==> config.mk <==
export PLATFORM = sky130hd
export DESIGN_NAME = htable_update_dist
export DESIGN_NICKNAME = d
export VERILOG_FILES = /design/src/htable_pkg.sv /design/src/htable_update_dist.sv
export SDC_FILE = /design/constraint.sdc
export NUM_CORES = 1
export LEC_CHECK = 0
export BUFFER_PORTS_ARGS = -buffer_cell sky130_fd_sc_hd__buf_2
export CORE_UTILIZATION = 23
export CTS_BUF_LIST = sky130_fd_sc_hd__clkbuf_4
export CTS_CLUSTER_DIAMETER = 200
export CTS_CLUSTER_SIZE = 10
export DETAILED_ROUTE_END_ITERATION = 10
export PLACE_DENSITY_LB_ADDON = 0.3
export SETUP_SLACK_MARGIN = 0.3
export SLEW_MARGIN = 0
export SYNTH_ARGS = -nofsm -noshare
export SYNTH_HDL_FRONTEND = slang
export SYNTH_SLANG_ARGS = --single-unit
==> constraint.sdc <==
create_clock -name clk -period 0.85 [get_ports clk]
set_input_delay 0.085 -clock clk [delete_from_list [all_inputs] [get_ports clk]]
set_output_delay 0.085 -clock clk [all_outputs]
set_load 0.02 [all_outputs]
==> src/htable_pkg.sv <==
//--------------------------------------------------------------------
// Shared widths, table geometry, hash and bus types for the lookup block
// Hash fold is fixed to 6 bits, so TABLE_DEPTH must stay at 64
// Seed of table 0 is zero, so its hash is the plain key fold
//--------------------------------------------------------------------
package htable_pkg;

    // Key and value widths
    localparam int KEY_W       = 16;
    localparam int VALUE_W     = 16;

    // Table geometry
    localparam int NUM_TABLES  = 3;
    localparam int TABLE_DEPTH = 64;
    localparam int HASH_W      = $clog2(TABLE_DEPTH);
    localparam int TBL_IDX_W   = $clog2(NUM_TABLES);

    typedef logic [KEY_W-1:0]      key_t;
    typedef logic [VALUE_W-1:0]    value_t;
    typedef logic [HASH_W-1:0]     hash_t;
    typedef logic [NUM_TABLES-1:0] tbl_mask_t;
    typedef logic [TBL_IDX_W-1:0]  tbl_idx_t;

    // One seed per table, so each table spreads keys differently
    localparam key_t HASH_SEED [NUM_TABLES] = '{16'h0000, 16'ha5c3, 16'h3b96};

    typedef enum logic {
        MODE_BROADCAST,
        MODE_ROUND_ROBIN
    } insert_mode_e;

    typedef enum logic [1:0] {
        OP_NONE,
        OP_LOOKUP,
        OP_UPDATE
    } bus_op_e;

    typedef enum logic {
        GRANT_LOOKUP,
        GRANT_UPDATE
    } grant_e;

    // One memory word, 33 bits
    typedef struct packed {
        logic   valid;
        key_t   key;
        value_t value;
    } htable_entry_t;

    // Granted request as driven by the arbiter
    typedef struct packed {
        bus_op_e      op;
        key_t         key;
        value_t       value;
        insert_mode_e mode;
    } bus_req_t;

    // Word seen by every core
    typedef struct packed {
        bus_op_e   op;
        key_t      key;
        value_t    value;
        tbl_mask_t wr_mask;
    } bus_word_t;

    typedef struct packed {
        logic   ack;
        logic   hit;
        value_t value;
        logic   is_update;
    } core_rsp_t;

    // Salt the key with the table seed, then fold 16 bits down to 6
    function automatic hash_t htable_hash(input key_t key, input int tbl);
        key_t salted;
        salted = key ^ HASH_SEED[tbl];
        return salted[5:0] ^ salted[11:6] ^ {2'b00, salted[15:12]};
    endfunction

endpackage : htable_pkg

==> src/htable_update_dist.sv <==
//--------------------------------------------------------------------
// Turns the insert mode of each update into a per-table write mask
// Round-robin pointer starts at table 0 and only moves on
// round-robin updates, broadcast updates leave it alone
//--------------------------------------------------------------------
`timescale 1ns/1ns

module htable_update_dist (
    input  logic                  clk,
    input  logic                  arst_n,
    input  htable_pkg::bus_req_t  bus_req,
    output htable_pkg::bus_word_t bus_word
);

    htable_pkg::tbl_idx_t rr_ptr;
    logic                 rr_advance;

    assign rr_advance = (bus_req.op == htable_pkg::OP_UPDATE) &&
                        (bus_req.mode == htable_pkg::MODE_ROUND_ROBIN);

    always_comb begin
        bus_word.op      = bus_req.op;
        bus_word.key     = bus_req.key;
        bus_word.value   = bus_req.value;
        // Lookups never write
        bus_word.wr_mask = '0;
        if (bus_req.op == htable_pkg::OP_UPDATE) begin
            if (bus_req.mode == htable_pkg::MODE_BROADCAST) begin
                bus_word.wr_mask = '1;
            end else begin
                bus_word.wr_mask = htable_pkg::tbl_mask_t'(1) << rr_ptr;
            end
        end
    end

    // Pointer wraps after the last table
    always_ff @(posedge clk or negedge arst_n) begin
        if (!arst_n) begin
            rr_ptr <= '0;
        end else if (rr_advance) begin
            if (rr_ptr == htable_pkg::tbl_idx_t'(htable_pkg::NUM_TABLES - 1)) begin
                rr_ptr <= '0;
            end else begin
                rr_ptr <= rr_ptr + 1'b1;
            end
        end
    end

endmodule : htable_update_dist

==> metrics list <==
- Initial antenna violation count: 0
- The detailed router finished its first iteration with 3 violations.
- Number of nets in the synthesized netlist: 85
- Counting the fill cells in the layout gives 176.
- Buffers inserted during clock tree synthesis total 3.
* Violated checks: setup timing
- Number of cells in the design after placement: 39
- Post-detailed-routing wire length: 508 µm
- Overall power: 758.4 µW
- The final layout contains 67 nets.
- Timing would allow up to 0.8379 GHz.
* Flip-flop and latch count after synthesis: 2
* Sequential area share after synthesis: 12.90%
- Mean cell area of the mapped netlist: 8.081 µm²
- After floorplanning, the core was divided into 14 placement rows.
- Crit. End Element: output pin
- Ranked by total cell area, the synthesized netlist is headed by sky130_fd_sc_hd__buf_4 (66%), sky130_fd_sc_hd__dfrtp_1 (13%), sky130_fd_sc_hd__mux2i_1 (5.2%), sky130_fd_sc_hd__nand2b_1 (4.8%), sky130_fd_sc_hd__nand3b_2 (2.9%).
* Cell Area, Synth: 387.9 µm²
- Setup violation total in the final timing report: 4
- Final period util: 140.4%
- The largest registers in the layout are rr_ptr x2.
* Synthesis warning total: 0
* Input/output buffers: 9
- Clock Pin Slew Worst Setup and Hold Paths: 30 ps
* Area of the multi-input gates: 107.6 µm²
- Fraction of synthesized cell area taken by the top area cell type: 65.81%
- The initial utilization of the core area, before any placement, comes to 25.16%.
* Fin cells: 44
- The repair_antennas step left the layout with diodes totalling 0.
- Of the cells placed in the final design, the portion with a size suffix greater than 1 is 67.86%.
- Measured against its own limit, the worst slew margin works out to 82.09%.
* Required time at the worst-slack endpoint: 760 ps
- For this run, design rule violations remaining after detail routing come to 0.
- After layout, the worst setup slack is -343.5 ps.
- The worst setup path is launched from a flop.
- Worst clock skew on the final layout: 0.8709 ps
- Run status: finished with violations
- The first detailed-routing pass ran for 4 iterations.
- The detailed router placed 175 vias in this run.
* Type of the worst setup path: reg -> out
- Clock tree synthesis found a total of 2 sinks.
- Count of final max-slew check failures: 0
* Global-route wire length before repair: 752 µm
* Min-delay worst type: in -> async
- The number of global-route vias before repair is 185.
- The number of failing hold endpoints at the final stage came to 0.
* Post-synth cell types: 9
- The cell count after synthesis came out at 48.
* Peak VDD IR: 0.5762 mV
* Library cell with the largest summed area after synthesis: sky130_fd_sc_hd__buf_4
* Crit path arrival time: 1110 ps
* Vertical die dimension: 43.07 µm
- Worst Max-Slew Pin Slew: 268.7 ps
- Number of top-level pins: 74
* Total Die Area: 0.001855 mm²
- Largest net degree at the start of global routing: 5
* Clock root buffer master: sky130_fd_sc_hd__clkbuf_4
- In the routed layout, each cell is associated on average with a via count of 3.977.
- Shortest period the worst path allows: 1193 ps
- In the final routed layout, each cell accounts on average for 11.55 µm.
- CTS H-tree depth: 1
* Crit-path max FO: 4
- Unrepaired setup endpoints after global routing: yes
- Summing all flip-flop and latch instances after layout gives 50.05 µm².
* Maximum buffer depth of the clock tree: 2
- Biggest register: rr_ptr
- Dividing total power by cell area gives a power density of 2659 mW/mm².
- Summed over all layers, the global routing overflow is 0.
- The area growth from synthesis to layout is -26.45%.
- Global placer's final weighted congestion: 0.6135
* Core footprint: 0.001541 mm²
* Cell leakage power: 0.0001434 µW
- For the worst-skew pair, the clock arrives at the later sink with an insertion delay of 220 ps.
- From left edge to right edge, the die measures 43.07 µm.
- CTS tree: yes
- For this run, the total global-route usage over all layers was measured as 5.826%.
- Max-cap violations in this run came to 0.
- The register with the most flip-flops in the layout has 2 of them.
- Post-DRT Antenna Nets: 0
-- cells by family after synthesis --
logic type / Yosys count / share of synthesized area, %
mux: 2 / 5.161
buf+inv: 36 / 67.74
compound gates: 3 / 4.839
flops: 2 / 12.90
simple gates: 5 / 9.356
-- critical path, cell delays in order, from the launching register on --
cell and delay [ps]:
sky130_fd_sc_hd__dfrtp_1 390, sky130_fd_sc_hd__or2_4 250, sky130_fd_sc_hd__a21oi_4 120, sky130_fd_sc_hd__buf_6 130
-- cell type report --
cell class                      count  area share [%]
Tap cell                           16           7.018
Multi-Input combinational cell     10           37.72
Sequential cell                     2           17.54
Clock buffer                        3           7.895
Inverter                            2           2.632
Timing Repair Buffer               11           27.19
-- metal layers --
layer / vias up / part of all wire [%] / global-route usage (%)
met5: - / 0 / 0
met1: 76 / 31 / 4.615
met4: 0 / 0.79 / 9.091
met3: 2 / 24 / 5.532
met2: 23 / 44 / 6.364
li1: 74 / - / -
-- report_power, final --
part	total (µW)	switching (µW)	internal (µW)
sequential	178	34.9	143
combinational	369	170	199
clock	212	55.7	156
-- path summary, 6_finish.rpt --
kind                            start      endpoint  slack, ps  cells after the start
max                         rr_ptr[0]   bus_word[0]       -340                      3
min                            arst_n     rr_ptr[0]        170                      2
max reg2reg                 rr_ptr[0]     rr_ptr[0]        -30                      2
min reg2reg                 rr_ptr[0]     rr_ptr[0]        570                      2
max in group asynchronous      arst_n     rr_ptr[1]        580                      2
min in group clk           bus_req[9]  bus_word[11]        170                      0
-- layout by cell type, fill, tap and decap left out --
cell type / count
sky130_fd_sc_hd__buf_2: 6
sky130_fd_sc_hd__clkbuf_4: 3
sky130_fd_sc_hd__nand2b_1: 2
sky130_fd_sc_hd__a21oi_4: 2
sky130_fd_sc_hd__inv_1: 2
sky130_fd_sc_hd__mux2i_1: 2
sky130_fd_sc_hd__buf_6: 2
sky130_fd_sc_hd__buf_4: 2
sky130_fd_sc_hd__dfrtp_1: 2
sky130_fd_sc_hd__a21oi_2: 1
sky130_fd_sc_hd__or2_4: 1
sky130_fd_sc_hd__nand2b_4: 1
sky130_fd_sc_hd__nand3b_2: 1
sky130_fd_sc_hd__dlygate4sd3_1: 1
-- synthesized netlist by cell type --
cell type,count
sky130_fd_sc_hd__nand3b_2,1
sky130_fd_sc_hd__or2_1,1
sky130_fd_sc_hd__nand2b_1,3
sky130_fd_sc_hd__dfrtp_1,2
sky130_fd_sc_hd__buf_4,34
sky130_fd_sc_hd__inv_1,2
sky130_fd_sc_hd__a21oi_1,2
sky130_fd_sc_hd__a21oi_2,1
sky130_fd_sc_hd__mux2i_1,2
-- stage by stage --
stage	utilization, %	area (µm²)	TNS (ps)	worst slack (ps)	hold WS, ps
floorplan	-	410.4	-92.46	-65.61	-210.6
global placement	14.29	220.2	-407.0	-167.1	-124.6
detailed placement	14.29	220.2	-423.9	-177.4	-125.0
CTS	17.78	274.0	-1021	-356.6	162.3
global route	18.51	285.3	-1122	-395.6	170.0
finish	18.51	285.3	-909.5	-343.5	170.0
-- what timing repair did --
action / 4_1_cts / 5_1_grt
gates resized for setup: 5 / 2
hold buffers: 1 / 0
buffers inserted: 1 / 0
pin swaps: 1 / 0
endpoints found under the hold margin: 2 / 0
setup endpoints to repair: 5 / 5
Power figures use the tool's default switching activity.
