--- src/htable_pkg.sv ---
//--------------------------------------------------------------------
// Shared widths, table geometry, hash and bus types for the lookup block
// Hash fold is fixed to 6 bits, so TABLE_DEPTH must stay at 64
// Seed of table 0 is zero, so its hash is the plain key fold
//--------------------------------------------------------------------
package htable_pkg;

    // Key and value widths
    localparam int KEY_W       = 16;
    localparam int VALUE_W     = 16;

    // Table geometry
    localparam int NUM_TABLES  = 3;
    localparam int TABLE_DEPTH = 64;
    localparam int HASH_W      = $clog2(TABLE_DEPTH);
    localparam int TBL_IDX_W   = $clog2(NUM_TABLES);

    typedef logic [KEY_W-1:0]      key_t;
    typedef logic [VALUE_W-1:0]    value_t;
    typedef logic [HASH_W-1:0]     hash_t;
    typedef logic [NUM_TABLES-1:0] tbl_mask_t;
    typedef logic [TBL_IDX_W-1:0]  tbl_idx_t;

    // One seed per table, so each table spreads keys differently
    localparam key_t HASH_SEED [NUM_TABLES] = '{16'h0000, 16'ha5c3, 16'h3b96};

    typedef enum logic {
        MODE_BROADCAST,
        MODE_ROUND_ROBIN
    } insert_mode_e;

    typedef enum logic [1:0] {
        OP_NONE,
        OP_LOOKUP,
        OP_UPDATE
    } bus_op_e;

    typedef enum logic {
        GRANT_LOOKUP,
        GRANT_UPDATE
    } grant_e;

    // One memory word, 33 bits
    typedef struct packed {
        logic   valid;
        key_t   key;
        value_t value;
    } htable_entry_t;

    // Granted request as driven by the arbiter
    typedef struct packed {
        bus_op_e      op;
        key_t         key;
        value_t       value;
        insert_mode_e mode;
    } bus_req_t;

    // Word seen by every core
    typedef struct packed {
        bus_op_e   op;
        key_t      key;
        value_t    value;
        tbl_mask_t wr_mask;
    } bus_word_t;

    typedef struct packed {
        logic   ack;
        logic   hit;
        value_t value;
        logic   is_update;
    } core_rsp_t;

    // Salt the key with the table seed, then fold 16 bits down to 6
    function automatic hash_t htable_hash(input key_t key, input int tbl);
        key_t salted;
        salted = key ^ HASH_SEED[tbl];
        return salted[5:0] ^ salted[11:6] ^ {2'b00, salted[15:12]};
    endfunction

endpackage : htable_pkg

--- src/htable_arb.sv ---
//--------------------------------------------------------------------
// Grants the shared table bus to one lookup or one update per cycle
// Strobes are accepted only while the matching rdy level is high
// Under contention the source not granted last wins, lookup goes first
// after reset, and the loser waits one cycle in its slot
//--------------------------------------------------------------------
`timescale 1ns/1ns

module htable_arb (
    input  logic                     clk,
    input  logic                     arst_n,
    input  logic                     init_done,
    input  logic                     lookup_req,
    input  htable_pkg::key_t         lookup_key,
    input  logic                     update_req,
    input  htable_pkg::key_t         update_key,
    input  htable_pkg::value_t       update_value,
    input  htable_pkg::insert_mode_e update_mode,
    output logic                     lookup_rdy,
    output logic                     update_rdy,
    output htable_pkg::bus_req_t     bus_req
);

    // Pending slots, one per source
    logic                     lk_pend;
    htable_pkg::key_t         lk_pend_key;
    logic                     up_pend;
    htable_pkg::key_t         up_pend_key;
    htable_pkg::value_t       up_pend_value;
    htable_pkg::insert_mode_e up_pend_mode;

    htable_pkg::grant_e       last_grant;

    logic                     lk_strobe;
    logic                     up_strobe;
    logic                     lk_have;
    logic                     up_have;
    logic                     grant_lk;
    logic                     grant_up;

    // Request seen this cycle, from the slot or straight from the inputs
    htable_pkg::key_t         lk_key;
    htable_pkg::key_t         up_key;
    htable_pkg::value_t       up_value;
    htable_pkg::insert_mode_e up_mode;

    assign lookup_rdy = init_done & ~lk_pend;
    assign update_rdy = init_done & ~up_pend;

    assign lk_strobe  = lookup_req & lookup_rdy;
    assign up_strobe  = update_req & update_rdy;
    assign lk_have    = lk_pend | lk_strobe;
    assign up_have    = up_pend | up_strobe;

    assign lk_key     = lk_pend ? lk_pend_key : lookup_key;
    assign up_key     = up_pend ? up_pend_key : update_key;
    assign up_value   = up_pend ? up_pend_value : update_value;
    assign up_mode    = up_pend ? up_pend_mode : update_mode;

    // ----------------------------------------------------------------
    // Grant decision
    // ----------------------------------------------------------------
    always_comb begin
        grant_lk = 1'b0;
        grant_up = 1'b0;
        if (lk_have && up_have) begin
            // Alternate against the last winner
            if (last_grant == htable_pkg::GRANT_LOOKUP) begin
                grant_up = 1'b1;
            end else begin
                grant_lk = 1'b1;
            end
        end else begin
            grant_lk = lk_have;
            grant_up = up_have;
        end
    end

    // Slot control, grant history and bus register
    always_ff @(posedge clk or negedge arst_n) begin
        if (!arst_n) begin
            lk_pend    <= 1'b0;
            up_pend    <= 1'b0;
            last_grant <= htable_pkg::GRANT_UPDATE;
            bus_req    <= '0;
        end else begin
            // Loser stays in, or moves into, its slot
            lk_pend <= lk_have & ~grant_lk;
            up_pend <= up_have & ~grant_up;
            if (grant_lk) begin
                last_grant <= htable_pkg::GRANT_LOOKUP;
            end else if (grant_up) begin
                last_grant <= htable_pkg::GRANT_UPDATE;
            end
            if (grant_lk) begin
                bus_req.op <= htable_pkg::OP_LOOKUP;
            end else if (grant_up) begin
                bus_req.op <= htable_pkg::OP_UPDATE;
            end else begin
                bus_req.op <= htable_pkg::OP_NONE;
            end
            bus_req.key   <= grant_lk ? lk_key : up_key;
            bus_req.value <= up_value;
            bus_req.mode  <= up_mode;
        end
    end

    // Slot payload, captured on every accepted strobe
    always_ff @(posedge clk) begin
        if (lk_strobe) begin
            lk_pend_key <= lookup_key;
        end
        if (up_strobe) begin
            up_pend_key   <= update_key;
            up_pend_value <= update_value;
            up_pend_mode  <= update_mode;
        end
    end

endmodule : htable_arb

--- config.mk ---
export PLATFORM = sky130hd
export DESIGN_NAME = htable_arb
export DESIGN_NICKNAME = d
export VERILOG_FILES = /design/src/htable_pkg.sv /design/src/htable_arb.sv
export SDC_FILE = /design/constraint.sdc
export NUM_CORES = 1
export LEC_CHECK = 0
export ABC_AREA = 1
export BUFFER_PORTS_ARGS = -buffer_cell sky130_fd_sc_hd__buf_2
export CAP_MARGIN = 20
export CORE_ASPECT_RATIO = 1.2
export CORE_MARGIN = 1.5
export CORE_UTILIZATION = 52
export DETAILED_ROUTE_END_ITERATION = 12
export PLACE_DENSITY = 0.89
export SLEW_MARGIN = 20
export SYNTH_ARGS = -nofsm -noshare
export SYNTH_HDL_FRONTEND = slang
export SYNTH_SLANG_ARGS = --single-unit
--- constraint.sdc ---
create_clock -name clk -period 4.5 [get_ports clk]
set_clock_uncertainty 0.2 [all_clocks]
set_input_delay 0.225 -clock clk [delete_from_list [all_inputs] [get_ports clk]]
set_output_delay 0.225 -clock clk [all_outputs]
set_load 0.01 [all_outputs]
==> metrics.md, run 1 <==
| Metric | Value |
|---|---|
| Status | `finished clean` |
| Die W | `76.8 um` |
| Synth-to-layout area growth | `35.2%` |
| Residual DRC | `0` |
| Ys flop type | `edfxtp_1` |
| Top-count cell post-synth | `nand2_1` |
| Final WS setup | `1.97 ns` |
| CTS Buf Count | `9` |
| HPWL Detailed | `around 4700 um` |
| Final ANT Viol Nets | `0` |
| Initial core utilization | `53.4%` |
| Sum Neg Setup Slack | `0 ns` |
| Vias per cell | `4.85` |
| PortBufs | `90` |
| Post-synth EDFFs | `49` |
| Max cap viols | `0` |
| Die area | `~7000 um^2` |
| Post-synth ARST share | `43.7%` |
| Row Count | `32` |
| Vias in the first global route | `2530` |
| Distinct cells, synth | `22` |
| CTS Buffer Depth | `2` |
| Tcrit/Tclk final | `56.1%` |
| CP required | `4.34 ns` |
| Final Hold Viols | `0` |
| Commonest cells in the netlist | `64 x nand2_1, 49 x edfxtp_1, 37 x dfrtp_1` |
| Startpoint Class | `flop` |
| Worst-Skew Late Latency | `0.36 ns` |
| Synthesized net count | `334` |
| Rel. slew slack | `36.3%` |
| Max Fclk | `0.396 GHz` |
| Slew Viols, Final | `0` |
| Die Ht | `slightly above 90 um` |
| Pre-CTS setup slack | `1.71 ns` |
| GRT Total Usage | `22.5%` |
| Core area | `6370 um^2` |
| Max VDD drop | `0.190 mV` |
| #FFs+latches synth | `just under 90` |
| Yosys top cell area share | `43.3%` |
| Worst EP arrival | `2.37 ns` |
| WL per Instance | `14.3 um` |
| GPL Wtd Cong | `about 0.82` |
| Routed WL | `between 7000 and 8000 um` |
| Largest net degree at the start of global routing | `54` |
| Post-synth top area cell | `edfxtp_1` |
| CTS tree | `done` |
| Seq/Total Area, Yosys | `71.2%` |
| Total number of vias | `around 2.5k` |
| Worst Path Max Fanout | `53` |
| First-pass GRT wire length | `11900 um` |
| Nets | `473` |
| Clock transition at path regs | `approximately 0.080 ns` |
| Post-Syn Area per Cell | `12.2 um^2` |
| Crit Path Category | `flop to flop` |
| Layout cells sized above 1 | `a little under a third` |
| Yosys warning total | `0` |
| Slew of the pin with the lowest slew margin | `0.956 ns` |
| Leakage | `2.09 nW` |
| Syn Inst Count | `280` |
| Worst hold path type | `primary input to flop` |
| Fin Hold WS | `around 0.025 ns` |
| DRT iter0 DRCs | `182` |
| Final min period | `roughly 2.5 ns` |
| Clock root buffer | `clkbuf_8` |
| Main area contributors after synthesis | `edfxtp_1 43%, dfrtp_1 27%, nand2_1 7.1%` |
| Initial antenna violation count | `0` |
| Critical Path End Type | `flop` |
| Final setup viols | `0` |
| Pre-antenna DRT Iters | `4` |
| CTS H-tree lvls | `3` |
| Unrepaired setup endpoints after global routing | `false` |
| Post-Syn Area | `3400 um^2` |
| Clk sinks | `87` |
| Grt ovf | `0` |
| Power Dens Cells | `425 nW/um^2` |
| Ports | `a little over 90` |
repair_timing:
action                    in CTS  in global routing
hold buffers                  50                  0
gates resized for setup        0                  0
buffers inserted               0                  0
hold endpoints to repair     103                  0
critical path: stages (launching register included):
cell and delay (ns):
dfrtp_2 0.76, nor3b_4 0.85, buf_4 0.39
layout by cell type, fill, tap and decap left out:
master,netlist,final
a21oi_2,1,1
nand3_1,16,16
clkbuf_1,3,2
clkbuf_8,0,11
nand2_2,1,1
dfstp_2,1,1
buf_4,2,1
dfrtp_1,37,36
a21oi_4,1,1
inv_2,1,1
clkinv_2,0,2
dfrtp_2,0,1
diode_2,0,1
nor2_1,6,6
inv_1,36,36
nand2_1,64,64
dlygate4sd3_1,0,50
buf_2,7,90
o21ai_0,32,32
nor3b_4,0,1
a21o_1,1,1
nor3_4,0,1
a21oi_1,1,1
o21ai_4,1,1
edfxtp_1,49,49
mux2_2,17,17
clkinv_4,0,1
area by class of cell:
class | instances | area (um^2)
sequential | 87 | 2420
fill | 387 | 1770
timing repair buffer | 141 | 958
multi-input combinational | 143 | 790
clock buffer | 13 | 159
inverter | 37 | 139
tap | 85 | 106
clock inverter | 3 | 18.8
antenna | 1 | 2.50
metrics by stage:
step                      instance area, um^2  utilization, %  power [mW]  cells
after floorplan                          3400               -        1.29    280
after global placement                   3910            61.3        1.42    443
after detailed placement                 3910            61.3        1.44    443
after global routing                     4600            72.2        2.05    509
after CTS                                4580            72.0        1.95    509
final                                    4600            72.2        1.96    510
worst paths after layout:
path | cells past startpoint | from | slack [ns] | end
max | 2 | up_pend | 1.97 | up_pend_value[11]
min | 3 | lookup_req | 0.03 | lk_pend
max reg2reg | 2 | up_pend | 1.97 | up_pend_value[11]
min reg2reg | 1 | up_pend_value[14] | 0.27 | bus_req[15]
max in group asynchronous | 2 | arst_n | 3.20 | up_pend
min in group asynchronous | 2 | arst_n | 0.31 | bus_req[10]
flip-flops by register name (all words and copies together) (netlist names):
signal / flops
up_pend: 1
lk_pend_key: 16
up_pend_value: 16
bus_req: 35
up_pend_mode: 1
last_grant: 1
lk_pend: 1
up_pend_key: 16
where the power goes:
part | internal (mW) | switching [mW] | leakage [nW]
clock | 0.230 | 0.253 | 0.0934
sequential | 0.968 | 0.0852 | 0.908
combinational | 0.193 | 0.225 | 1.09
total | 1.39 | 0.564 | 2.09
cells by family after synthesis:
logic type      share of synthesized area, %
simple gates                            10.6
flops                                   71.2
buf+inv                                 6.22
compound gates                          6.29
mux                                     5.63
per-layer routing:
metal  track usage, %  vias to the layer above  routed length [um]
met3             5.53                       20                 406
met2             38.6                      104                3820
met5                0                        -                   0
met1             26.0                     1152                2870
met4             11.6                        0                 173
li1                 -                     1198                   -
Note: power is estimated with default switching activity, not from simulation.
==> run 2, diff against run 1 <==
- CORE_UTILIZATION: 52 -> 47
- PLACE_DENSITY: 0.89 -> 0.85
- clock period: 4.5 -> 2.24 ns (I/O delays scaled with it)
==> metrics.md, run 2 (synthesis results as in run 1) <==
| Metric | Value |
|---|---|
| Number of cells after detailed placement | `450` |
| Worst hold path type | `primary input to async pin` |
| Layout cells sized above 1 | `31.9%` |
| CTS tree | `done` |
| HPWL Detailed | `4680 um` |
| Initial core utilization | `49.0%` |
| Max VDD drop | `about 0.44 mV` |
| Tcrit/Tclk final | `85.3%` |
| Slew of the pin with the lowest slew margin | `about 0.86 ns` |
| Worst Path Max Fanout | `17` |
| Slew Viols, Final | `0` |
| Ports | `91` |
| Critical Path End Type | `flop` |
| PortBufs | `90` |
| Final Cell Area | `4720 um^2` |
| Final min period | `1.91 ns` |
| Final ANT Viol Nets | `0` |
| Leakage | `between 2 and 2.5 nW` |
| Commonest non-fill, non-tap cells in the layout | `90 x buf_2, 64 x nand2_1, 54 x dlygate4sd3_1, 49 x edfxtp_1` |
| Commonest non-fill, non-tap cell in the layout | `buf_2` |
| Final Hold Viols | `0` |
| Total number of vias | `about 2.4k` |
| CTS Buf Count | `9` |
| Post-CTS Resized | `0` |
| DRT iter0 DRCs | `132` |
| Final setup viols | `0` |
| Hold-fix buffers, CTS | `54` |
| Synth-to-layout area growth | `38.8%` |
| Die W | `80.7 um` |
| Die Ht | `96.2 um` |
| Core area | `6940 um^2` |
| Max reg flops | `35` |
| CTS H-tree lvls | `3` |
| WL per Instance | `13.1 um` |
| Pre-antenna DRT Iters | `4` |
| GPL Wtd Cong | `approximately 0.77` |
| Row Count | `33` |
| Most flop-heavy register | `bus_req` |
| CP required | `2.27 ns` |
| Worst EP arrival | `1.94 ns` |
| Crit Path Category | `flop to flop` |
| Post-CTS Setup Inserts | `0` |
| Startpoint Class | `flop` |
| Residual DRC | `0` |
| Unrepaired setup endpoints after global routing | `false` |
| Initial antenna violation count | `0` |
| Sum Neg Setup Slack | `0 ns` |
| Worst-Skew Late Latency | `roughly 0.34 ns` |
| Rel. slew slack | `about 43%` |
| Max cap viols | `0` |
| Vias per cell | `4.59` |
| Final Non-Filler Cells | `520` |
| Status | `finished clean` |
| N_diodes | `0` |
| Placed instance area | `3950 um^2` |
| Clock root buffer | `clkbuf_8` |
| Max Fclk | `0.523 GHz` |
| Power Dens Cells | `between 800 and 900 nW/um^2` |
| Clock transition at path regs | `0.08 ns` |
| Vias in the first global route | `2338` |
| Clk sinks | `87` |
| Grt ovf | `0` |
| Routed WL | `6830 um` |
| Die area | `between 7000 and 8000 um^2` |
| First-pass GRT wire length | `10800 um` |
| Largest net degree at the start of global routing | `39` |
| CTS Buffer Depth | `2` |
| Nets | `approximately 480` |
| GRT Total Usage | `19.0%` |
## run 2: changes by cell type in the layout (fill, tap and decap cells not counted)
cell / previous run / this run
buf_4: 1 / 6
bufinv_16: 0 / 2
clkbuf_1: 2 / 0
clkbuf_8: 11 / 10
clkinv_2: 2 / 0
clkinvlp_4: 0 / 2
diode_2: 1 / 0
dlygate4sd3_1: 50 / 54
inv_6: 0 / 1
nor3_2: 0 / 1
nor3_4: 1 / 0
## run 2: final timing paths
path / end / depth (start not counted) / slack (ns) / startpoint
min in group clk: lk_pend_key[11] / 2 / 0.29 / lookup_key[11]
setup / recovery: up_pend / 5 / 0.33 / lk_pend
setup reg to reg: up_pend / 5 / 0.33 / lk_pend
max in group asynchronous: up_pend / 2 / 1.04 / arst_n
hold / removal: bus_req[12] / 2 / 0.21 / arst_n
hold reg to reg: bus_req[15] / 1 / 0.29 / up_pend_value[14]
## run 2: area by class of cell
type | count | area [um^2]
tap | 87 | 109
timing repair buffer | 150 | 1040
fill | 524 | 2210
multi-input combinational | 143 | 783
inverter | 37 | 139
clock inverter | 6 | 92.6
sequential | 87 | 2420
clock buffer | 10 | 138
## run 2: where the power goes
part           switching, mW  total [mW]  internal [mW]
combinational          0.497       0.904          0.407
sequential             0.111        2.06           1.95
clock                  0.549        1.21          0.664
## run 2: through the flow
stage	utilization, %	hold slack (ns)	setup WS (ns)	power (mW)
floorplan	-	-0.384	0.0633	2.59
detailed placement	57.0	0.0771	0.594	2.93
global route	68.1	0.281	0.164	4.41
global placement	57.0	0.0462	0.689	2.89
finish	68.1	0.211	0.329	4.17
CTS	68.1	0.232	0.344	4.22
## run 2: metal layers
layer / track usage [%] / vias up / part of all wire [%]
li1: - / 1216 / -
met3: 2.56 / 9 / 5.0
met5: 0 / - / 0
met4: 9.05 / 0 / 1.8
met2: 32.8 / 77 / 49
met1: 23.6 / 1086 / 44
## run 2: worst max-delay path: stages, from the launching register on
cell           delay, ns
dfrtp_1             0.56
a21oi_4             0.20
dlygate4sd3_1       0.59
nor2_1              0.06
nor2_1              0.13
nor2_1              0.06
==> run 3, diff against run 2 <==
- clock period: 2.24 -> 1.6 ns (I/O delays scaled with it)
==> metrics.md, run 3 (synthesis results as in run 1) <==
| Metric | Value |
|---|---|
| Routed WL | `7160 um` |
| GPL Wtd Cong | `0.787` |
| Final ANT Viol Nets | `0` |
| Vias in the first global route | `2396` |
| Worst-Skew Late Latency | `0.35 ns` |
| N_diodes | `0` |
| CTS tree | `done` |
| Final Non-Filler Cells | `~530` |
| Max VDD drop | `approximately 0.71 mV` |
| Max reg flops | `35` |
| Metal-1 WL | `2990 um` |
| Fin Hold WS | `-0.0401 ns` |
| Max cap viols | `0` |
| GRT Total Usage | `between 10% and 20%` |
| Routed wl met3 | `311 um` |
| Core area | `6940 um^2` |
| Clock transition at path regs | `0.09 ns` |
| Worst Path Max Fanout | `8` |
| Largest net degree at the start of global routing | `35` |
| DRT iter0 DRCs | `208` |
| Metal2 WL | `3710 um` |
| Startpoint Class | `primary input` |
| Final Hold Viols | `12` |
| Tcrit/Tclk final | `97.4%` |
| Leakage | `2.18 nW` |
| Die W | `80.7 um` |
| Die area | `7760 um^2` |
| Residual DRC | `0` |
| Slew of the pin with the lowest slew margin | `0.435 ns` |
| HPWL Detailed | `4720 um` |
| Status | `finished with violations` |
| Top Layer Used | `met4` |
| Layout cells sized above 1 | `between 30% and 40%` |
| Clk sinks | `87` |
| Failing checks | `hold timing` |
| Crit Path Category | `primary input to flop` |
| Final Cell Area | `slightly below 5000 um^2` |
| Worst hold path type | `primary input to async pin` |
| Nets | `slightly below 500` |
| Total number of vias | `2444` |
| Max Fclk | `0.642 GHz` |
| Commonest non-fill, non-tap cell in the layout | `buf_2` |
| Grt ovf | `0` |
| Final min period | `1.56 ns` |
| Slew Viols, Final | `0` |
| CTS Buffer Depth | `2` |
| PortBufs | `90` |
| Ports | `between 90 and 100` |
| Power Dens Cells | `1190 nW/um^2` |
| Rel. slew slack | `71.0%` |
| Critical Path End Type | `flop` |
| Commonest non-fill, non-tap cells in the layout | `89 x buf_2, 64 x nand2_1, 54 x dlygate4sd3_1, 49 x edfxtp_1, 36 x dfrtp_1` |
| First-pass GRT wire length | `11100 um` |
| Initial core utilization | `roughly half` |
| Worst EP arrival | `1.44 ns` |
| Placed instance area | `roughly 4000 um^2` |
| Pre-antenna DRT Iters | `4` |
| Final setup viols | `0` |
| CTS Buf Count | `9` |
| Die Ht | `96.2 um` |
| Initial antenna violation count | `0` |
| Clock root buffer | `clkbuf_8` |
| CTS H-tree lvls | `3` |
| Row Count | `33` |
| Most flop-heavy register | `bus_req` |
| WL per Instance | `13.6 um` |
| Vias per cell | `around 4.6` |
| CP required | `1.48 ns` |
| Number of cells after detailed placement | `450` |
| Synth-to-layout area growth | `41.6%` |
-- run 3: power by group --
part           internal, mW  switching (mW)
Combinational         0.609           0.757
Sequential             2.72           0.125
Clock                 0.730           0.767
-- run 3: area by class of cell --
type                    instances  area [um^2]
multi-input cells             144          798
flip-flops and latches         87         2420
fillers                       501         2120
inverters                      37          143
clock inverters                 6         68.8
clock buffers                  10          128
well taps                      87          109
repair buffers                156         1150
-- run 3: worst max-delay path: stages --
cell and delay, ns:
dlygate4sd3_1 0.54, buf_6 0.12, clkinvlp_4 0.12, nor3b_4 0.34
clkbuf_16 0.23
-- run 3: per-layer routing --
| metal | GRT usage, % | up-vias |
|---|---|---|
| met3 | 3.79 | 11 |
| met2 | 34.4 | 71 |
| met1 | 23.0 | 1127 |
| met5 | 0 | - |
| met4 | 7.76 | 0 |
| li1 | - | 1235 |
-- run 3: path summary, 6_finish.rpt --
check,start,endpoint,slack (ns),cells after the start
max,init_done,up_pend_value[10],0.04,5
max in group asynchronous,arst_n,bus_req[14],0.29,3
max reg2reg,lk_pend,bus_req[31],0.08,5
min in group clk,lookup_key[7],lk_pend_key[7],0.24,2
min,arst_n,bus_req[33],-0.04,2
min reg2reg,up_pend_value[13],bus_req[14],0.28,1
-- run 3: timing repair --
item / CTS / global route
buffers inserted: 0 / 4
hold buffers: 55 / 0
endpoints found under the hold margin: 123 / 0
endpoints found under the setup margin: 0 / 39
resized for setup: 0 / 4
-- run 3: stage by stage --
stage,util [%],TNS (ns),total power [mW],worst slack [ns]
after global routing,69.4,-0.0209,6.02,-0.00318
after CTS,68.4,0,5.70,0.0307
after floorplan,-,-17.71,3.65,-0.516
after global placement,57.6,0,4.06,0.148
after detailed placement,57.6,0,4.12,0.0944
final,69.4,0,5.71,0.0423
